[src/gw_consts.svh]
`ifndef GW_CONSTS_SVH
`define GW_CONSTS_SVH

// Bus widths
`define GW_ADDR_W 16
`define GW_DATA_W 32

// Node coordinate carried in the tag payload
`define GW_CORD_W 7

// Address map, host MMIO sits below the DRAM base
`define GW_DRAM_BASE 16'h8000

// DRAM model geometry and timing
`define GW_DRAM_WORDS 64
`define GW_DRAM_LATENCY 4

// Host register offsets
`define GW_REG_FINISH 0
`define GW_REG_SCRATCH 1

`endif

[src/gw_pkg.sv]
`include "gw_consts.svh"

package gw_pkg;

  ////////////////////////////////////////
  // Bus types
  ////////////////////////////////////////

  typedef logic [`GW_ADDR_W-1:0] addr_t;
  typedef logic [`GW_DATA_W-1:0] data_t;

  ////////////////////////////////////////
  // Tag client types
  ////////////////////////////////////////

  typedef logic [`GW_CORD_W-1:0] cord_t;

  // Soft reset in the top bit, coordinate below
  typedef logic [`GW_CORD_W:0] tag_payload_t;

  typedef logic [$clog2(`GW_CORD_W+2)-1:0] tag_cnt_t;

  // DRAM model FSM
  typedef enum logic [1:0] {
    DRAM_IDLE,
    DRAM_WAIT,
    DRAM_RESP
  } dram_state_t;

endpackage

[src/gw_mem_if.sv]
`timescale 1ns/1ns

interface gw_mem_if
  import gw_pkg::*;
  ();

  // Command channel, valid/yumi
  logic  cmd_v;
  addr_t cmd_addr;
  logic  cmd_write;
  data_t cmd_data;
  logic  cmd_yumi;

  // Response channel, valid/ready
  logic  resp_v;
  data_t resp_data;
  logic  resp_ready;

  modport router (
    output cmd_v,
    output cmd_addr,
    output cmd_write,
    output cmd_data,
    input  cmd_yumi,
    input  resp_v,
    input  resp_data,
    output resp_ready
  );

  modport target (
    input  cmd_v,
    input  cmd_addr,
    input  cmd_write,
    input  cmd_data,
    output cmd_yumi,
    output resp_v,
    output resp_data,
    input  resp_ready
  );

endinterface

[src/gw_dram_model.sv]
`timescale 1ns/1ns

`include "gw_consts.svh"

module gw_dram_model
  import gw_pkg::*;
  (
  input  logic     clk_i,
  input  logic     rst_n_i,
  input  logic     soft_reset_i,
  gw_mem_if.target bus
);

  localparam int idx_w_lp = $clog2(`GW_DRAM_WORDS);
  localparam int cnt_w_lp = $clog2(`GW_DRAM_LATENCY + 1);

  data_t                mem_r [`GW_DRAM_WORDS];
  data_t                resp_data_r;
  dram_state_t          state_r;
  logic [cnt_w_lp-1:0]  lat_cnt_r;
  logic [idx_w_lp-1:0]  idx;
  logic                 accept;

  assign idx    = bus.cmd_addr[idx_w_lp-1:0];
  assign accept = bus.cmd_v & (state_r == DRAM_IDLE);

  assign bus.cmd_yumi  = accept;
  assign bus.resp_v    = (state_r == DRAM_RESP);
  assign bus.resp_data = resp_data_r;

  ////////////////////////////////////////
  // Latency FSM
  ////////////////////////////////////////

  always_ff @(posedge clk_i or negedge rst_n_i)
  begin
    if (!rst_n_i)
    begin
      state_r   <= DRAM_IDLE;
      lat_cnt_r <= '0;
    end
    else if (soft_reset_i)
    begin
      state_r   <= DRAM_IDLE;
      lat_cnt_r <= '0;
    end
    else
    begin
      case (state_r)
        DRAM_IDLE:
        begin
          if (accept)
          begin
            state_r   <= DRAM_WAIT;
            lat_cnt_r <= cnt_w_lp'(`GW_DRAM_LATENCY - 1);
          end
        end
        DRAM_WAIT:
        begin
          // Last wait cycle, response shows next cycle
          if (lat_cnt_r == cnt_w_lp'(1))
            state_r <= DRAM_RESP;
          lat_cnt_r <= lat_cnt_r - 1'b1;
        end
        DRAM_RESP:
        begin
          if (bus.resp_ready)
            state_r <= DRAM_IDLE;
        end
        default: state_r <= DRAM_IDLE;
      endcase
    end
  end

  ////////////////////////////////////////
  // Storage
  ////////////////////////////////////////

  always_ff @(posedge clk_i)
  begin
    if (accept)
    begin
      if (bus.cmd_write)
      begin
        mem_r[idx]  <= bus.cmd_data;
        resp_data_r <= '0;
      end
      else
      begin
        resp_data_r <= mem_r[idx];
      end
    end
  end

endmodule

[src/gw_host_mmio.sv]
`timescale 1ns/1ns

`include "gw_consts.svh"

module gw_host_mmio
  import gw_pkg::*;
  (
  input  logic     clk_i,
  input  logic     rst_n_i,
  input  logic     soft_reset_i,
  gw_mem_if.target bus,
  output logic     finish_o
);

  localparam int ofs_w_lp = 8;

  logic                pending_r;
  logic                finish_r;
  data_t               scratch_r;
  data_t               resp_data_r;
  data_t               rd_data;
  logic [ofs_w_lp-1:0] ofs;
  logic                accept;

  assign ofs    = bus.cmd_addr[ofs_w_lp-1:0];
  assign accept = bus.cmd_v & ~pending_r;

  assign bus.cmd_yumi  = accept;
  assign bus.resp_v    = pending_r;
  assign bus.resp_data = resp_data_r;
  assign finish_o      = finish_r;

  // Read mux, writes answer with zero
  always_comb
  begin
    rd_data = '0;
    if (!bus.cmd_write)
    begin
      if (ofs == ofs_w_lp'(`GW_REG_SCRATCH))
        rd_data = scratch_r;
      else if (ofs == ofs_w_lp'(`GW_REG_FINISH))
        rd_data = data_t'(finish_r);
    end
  end

  always_ff @(posedge clk_i or negedge rst_n_i)
  begin
    if (!rst_n_i)
    begin
      pending_r <= 1'b0;
      finish_r  <= 1'b0;
      scratch_r <= '0;
    end
    else
    begin
      if (soft_reset_i)
        pending_r <= 1'b0;
      else if (accept)
        pending_r <= 1'b1;
      else if (bus.resp_ready)
        pending_r <= 1'b0;

      if (accept && bus.cmd_write && (ofs == ofs_w_lp'(`GW_REG_FINISH)))
        finish_r <= 1'b1;
      if (accept && bus.cmd_write && (ofs == ofs_w_lp'(`GW_REG_SCRATCH)))
        scratch_r <= bus.cmd_data;
    end
  end

  always_ff @(posedge clk_i)
  begin
    if (accept)
      resp_data_r <= rd_data;
  end

endmodule

[src/gw_mem_router.sv]
`timescale 1ns/1ns

`include "gw_consts.svh"

module gw_mem_router
  import gw_pkg::*;
  (
  input  logic            clk_i,
  input  logic            rst_n_i,
  input  logic            soft_reset_i,

  // Incoming command
  input  logic            cmd_v_i,
  input  addr_t           cmd_addr_i,
  input  logic            cmd_write_i,
  input  data_t           cmd_data_i,
  output logic            cmd_yumi_o,

  // Merged response
  output logic            resp_v_o,
  output data_t           resp_data_o,
  input  logic            resp_ready_i,

  gw_mem_if.router        host_bus,
  gw_mem_if.router        dram_bus
);

  logic outstanding_r;
  logic host_sel;
  logic offer_ok;
  logic resp_done;

  ////////////////////////////////////////
  // Command steering
  ////////////////////////////////////////

  assign host_sel = (cmd_addr_i < `GW_DRAM_BASE);
  assign offer_ok = cmd_v_i & ~outstanding_r & ~soft_reset_i;

  assign host_bus.cmd_v     = offer_ok & host_sel;
  assign host_bus.cmd_addr  = cmd_addr_i;
  assign host_bus.cmd_write = cmd_write_i;
  assign host_bus.cmd_data  = cmd_data_i;

  assign dram_bus.cmd_v     = offer_ok & ~host_sel;
  assign dram_bus.cmd_addr  = cmd_addr_i;
  assign dram_bus.cmd_write = cmd_write_i;
  assign dram_bus.cmd_data  = cmd_data_i;

  // Targets only yumi while offered, so the selected one decides
  assign cmd_yumi_o = host_sel ? host_bus.cmd_yumi : dram_bus.cmd_yumi;

  ////////////////////////////////////////
  // Response merge
  ////////////////////////////////////////

  assign resp_v_o    = host_bus.resp_v | dram_bus.resp_v;
  assign resp_data_o = host_bus.resp_v ? host_bus.resp_data : dram_bus.resp_data;

  assign host_bus.resp_ready = resp_ready_i;
  assign dram_bus.resp_ready = resp_ready_i;

  assign resp_done = resp_v_o & resp_ready_i;

  // One request in flight at a time
  always_ff @(posedge clk_i or negedge rst_n_i)
  begin
    if (!rst_n_i)
    begin
      outstanding_r <= 1'b0;
    end
    else if (soft_reset_i)
    begin
      outstanding_r <= 1'b0;
    end
    else if (cmd_yumi_o)
    begin
      outstanding_r <= 1'b1;
    end
    else if (resp_done)
    begin
      outstanding_r <= 1'b0;
    end
  end

endmodule

[src/gw_mem_top.sv]
`timescale 1ns/1ns

module gw_mem_top
  import gw_pkg::*;
  (
  input  logic  clk_i,
  input  logic  rst_n_i,

  // Tag configuration
  input  logic  tag_en_i,
  input  logic  tag_data_i,

  // Command channel
  input  logic  cmd_v_i,
  input  addr_t cmd_addr_i,
  input  logic  cmd_write_i,
  input  data_t cmd_data_i,
  output logic  cmd_yumi_o,

  // Response channel
  output logic  resp_v_o,
  output data_t resp_data_o,
  output cord_t resp_cord_o,
  input  logic  resp_ready_i,

  output logic  finish_o
);

  logic  soft_reset;
  cord_t cord;

  gw_mem_if host_bus ();
  gw_mem_if dram_bus ();

  gw_tag_client tag_client_inst (
    .clk_i        (clk_i),
    .rst_n_i      (rst_n_i),
    .tag_en_i     (tag_en_i),
    .tag_data_i   (tag_data_i),
    .soft_reset_o (soft_reset),
    .cord_o       (cord)
  );

  gw_mem_router mem_router_inst (
    .clk_i        (clk_i),
    .rst_n_i      (rst_n_i),
    .soft_reset_i (soft_reset),
    .cmd_v_i      (cmd_v_i),
    .cmd_addr_i   (cmd_addr_i),
    .cmd_write_i  (cmd_write_i),
    .cmd_data_i   (cmd_data_i),
    .cmd_yumi_o   (cmd_yumi_o),
    .resp_v_o     (resp_v_o),
    .resp_data_o  (resp_data_o),
    .resp_ready_i (resp_ready_i),
    .host_bus     (host_bus.router),
    .dram_bus     (dram_bus.router)
  );

  gw_host_mmio host_mmio_inst (
    .clk_i        (clk_i),
    .rst_n_i      (rst_n_i),
    .soft_reset_i (soft_reset),
    .bus          (host_bus.target),
    .finish_o     (finish_o)
  );

  gw_dram_model dram_model_inst (
    .clk_i        (clk_i),
    .rst_n_i      (rst_n_i),
    .soft_reset_i (soft_reset),
    .bus          (dram_bus.target)
  );

  // Node position stamped on every response
  assign resp_cord_o = cord;

endmodule

[src/gw_tag_client.sv]
`timescale 1ns/1ns

`include "gw_consts.svh"

module gw_tag_client
  import gw_pkg::*;
  (
  input  logic  clk_i,
  input  logic  rst_n_i,
  input  logic  tag_en_i,
  input  logic  tag_data_i,
  output logic  soft_reset_o,
  output cord_t cord_o
);

  // Last bit index of the payload
  localparam tag_cnt_t last_bit_lp = tag_cnt_t'(`GW_CORD_W);

  logic [`GW_CORD_W-1:0] shift_r;
  tag_cnt_t              cnt_r;
  tag_payload_t          payload_r;

  ////////////////////////////////////////
  // Serial shift in, MSB first
  ////////////////////////////////////////

  always_ff @(posedge clk_i)
  begin
    if (tag_en_i)
    begin
      shift_r <= {shift_r[`GW_CORD_W-2:0], tag_data_i};
    end
  end

  always_ff @(posedge clk_i or negedge rst_n_i)
  begin
    if (!rst_n_i)
    begin
      cnt_r <= '0;
    end
    else if (tag_en_i)
    begin
      if (cnt_r == last_bit_lp)
        cnt_r <= '0;
      else
        cnt_r <= cnt_r + 1'b1;
    end
  end

  // Payload takes effect once all bits are in
  always_ff @(posedge clk_i or negedge rst_n_i)
  begin
    if (!rst_n_i)
    begin
      payload_r <= {1'b1, {`GW_CORD_W{1'b0}}};
    end
    else if (tag_en_i && (cnt_r == last_bit_lp))
    begin
      payload_r <= {shift_r, tag_data_i};
    end
  end

  assign soft_reset_o = payload_r[`GW_CORD_W];
  assign cord_o       = payload_r[`GW_CORD_W-1:0];

endmodule

[config.mk]
export PLATFORM = sky130hd
export DESIGN_NAME = gw_mem_top
export DESIGN_NICKNAME = d
export VERILOG_FILES = /design/src/gw_pkg.sv /design/src/gw_mem_if.sv /design/src/gw_dram_model.sv /design/src/gw_host_mmio.sv /design/src/gw_mem_router.sv /design/src/gw_mem_top.sv /design/src/gw_tag_client.sv
export VERILOG_INCLUDE_DIRS = /design/src /design/src/src
export SDC_FILE = /design/constraint.sdc
export NUM_CORES = 2
export LEC_CHECK = 0
export BUFFER_PORTS_ARGS = -buffer_cell sky130_fd_sc_hd__buf_2
export CAP_MARGIN = 30
export CORE_MARGIN = 5
export CORE_UTILIZATION = 55
export CTS_BUF_LIST = sky130_fd_sc_hd__clkbuf_4 sky130_fd_sc_hd__clkbuf_8
export DETAILED_ROUTE_END_ITERATION = 7
export PLACE_DENSITY = 0.71
export SYNTH_ARGS = -nofsm -noshare
export SYNTH_HDL_FRONTEND = slang
export SYNTH_HIERARCHICAL = 1
export SYNTH_SLANG_ARGS = --single-unit
[constraint.sdc]
create_clock -name clk_i -period 7.4 [get_ports clk_i]
set_input_delay 0.74 -clock clk_i [delete_from_list [all_inputs] [get_ports clk_i]]
set_output_delay 0.74 -clock clk_i [all_outputs]
set_load 0.02 [all_outputs]
==> results.tsv <==
metric	value	unit
status	completed	
Power Density	269	nW/um2
FMAX	229	MHz
setup TNS	0	ps
Syn Nets	4883	
Initial Util	0.554	
Tmin final	4360	ps
Core ar.	152000	um2
CTS tree	built	
CP startpoint kind	flop	
Cells after Synth	4825	
drt via density	6.96	
most common cell type on the critical path	buf_4	
Switching Share	0.234	
# Max-Cap Violations	0	
Clk Latency, worst-skew pair	1020	ps
crit path DAT	4960	ps
initial antenna violation count	7	
unrepaired setup endpoints after global routing	no	
1st-pass router iterations	6	
wire per inst	34.5	um
Slew Viols, Final	0	
clk sinks	2171	
CP max stage cell	nor2_4	
I/O pins	97	
warnings from Yosys	6	
# fillers	10643	
H-tree levels	5	
final wirelength	251000	um
Power Internal	19.3	mW
dpl ws	2620	ps
CTS Root Cell	clkbuf_8	
CP delay by family, top	simple AND/OR/NAND/NOR gates	
sequential cell area	64900	um2
most frequent cells in the layout	edfxtp_1 (2119), a221oi_1 (395), clkbuf_8 (357), a22oi_1 (311), buf_4 (155)	
Critical Path End Type	flop	
# DRC	0	
pin count of the biggest net entering global routing	119	
Synth Area per Inst	17.5	um2
Overall Power	25.2	mW
area of the multi-input gates	17200	um2
WP data required	8010	ps
sw power	5.88	mW
final clock skew	55.0	ps
remaining antenna violation count	0	
final period utilization	0.589	
Max Root-Sink Buffers	4	
clock power share	0.377	
hpwl dp	141000	um
# setup viols final	0	
max_slew headroom	0.260	
full die area	161000	um2
worst min path class	in -> reg	
gr usage total	0.304	
initial DRC count	8253	
gr ovfl total	0	
Leak	29.8	nW
Syn-to-layout area delta	11.0	%
Synth Cell Area	84200	um2
WP buf/inv	2	
first-pass GRT wire length	355000	um
vias post-DR	50619	
kind of critical path	reg -> reg	
CP peak stage delay	930	ps
DIE HEIGHT	401	um
Slew @ Worst Pin	1110	ps
Layout Nets	5065	
CP Max Fanout	21	
clock slew at reported path FFs	60	ps
worst path cell trace	nor4bb_1 -> nor3b_2 -> buf_4 -> and2_1 -> nand3_1 -> nor2_4 -> buf_4	
FP Rows	143	
final hold vios	0	
Comb pwr share	0.077	
chip width	401	um
commonest non-fill, non-tap cell in the layout	edfxtp_1	
Max VDD drop	0.205	mV
vias in the first global route	49228	
gp weighted congestion	0.884	
register share of total power	0.546	
Final WS setup	3040	ps
# port buffers	89	
share of cells above drive strength 1	0.209	
CTS Buf Count	344	
Post-CTS Resized	0	
==> layer usage <==
| metal | share of wire | GRT usage |
|---|---|---|
| met1 | 0.36 | 0.406 |
| met2 | 0.45 | 0.453 |
| met3 | 0.13 | 0.0851 |
| met4 | 0.066 | 0.178 |
| met5 | 0.000048 | 0 |
==> timing repair <==
action                    4_1_cts  5_1_grt
hold endpoints to repair       54        3
hold buffers                    3        2
buffers inserted                0        0
==> registers in the layout, indices dropped and copies added, names as in the netlist <==
register                       cells
mem_router_inst/outstanding_r      1
dram_model_inst/mem_r           2048
dram_model_inst/state_r            2
tag_client_inst/shift_r            7
host_mmio_inst/bus.resp_data      32
tag_client_inst/payload_r          8
host_mmio_inst/bus.resp_v          1
dram_model_inst/lat_cnt_r          3
host_mmio_inst/finish_o            1
tag_client_inst/cnt_r              4
dram_model_inst/bus.resp_data     32
host_mmio_inst/scratch_r          32
==> metrics by stage <==
step                area, um2  cells   util  hold slack (ps)
finish                  93500   7272  0.615             88.4
CTS                     93300   7258  0.613             14.1
global placement        86600   6658  0.569              427
floorplan               84200   4825      -              422
global route            93500   7270  0.615             48.1
detailed placement      87000   6677  0.572              431
==> power by group through the flow <==
stage	clock network [mW]	registers, mW	logic [mW]
6_report	9.49	13.7	1.94
5_1_grt	10.2	13.7	2.00
4_1_cts	9.55	13.7	1.89
3_5_place_dp	0	14.0	1.88
3_3_place_gp	0	14.0	1.82
2_1_floorplan	0	14.0	1.20
==> final cells by class <==
class | count | share of cell area
sequential | 2171 | 0.695
timing repair buffer | 289 | 0.0269
tap | 2030 | 0.0272
clock inverter | 106 | 0.00510
clock buffer | 472 | 0.0617
multi-input combinational | 2192 | 0.184
inverter | 9 | 0.000442
antenna | 3 | 0.0000803
==> worst paths after layout <==
check / slack [ps] / cells after the start / end / start
max: 3040 / 7 / dram_model_inst/mem_r[12][9] / tag_client_inst/payload_r[7]
max reg2reg: 3040 / 7 / dram_model_inst/mem_r[12][9] / tag_client_inst/payload_r[7]
max in group asynchronous: 6430 / 3 / host_mmio_inst/bus.resp_v / rst_n_i
min: 90 / 1 / dram_model_inst/mem_r[4][28] / cmd_data_i[28]
min in group asynchronous: 420 / 3 / mem_router_inst/outstanding_r / rst_n_i
min reg2reg: 440 / 0 / tag_client_inst/shift_r[6] / tag_client_inst/shift_r[5]
No activity file was read; power rests on OpenSTA's default activity.
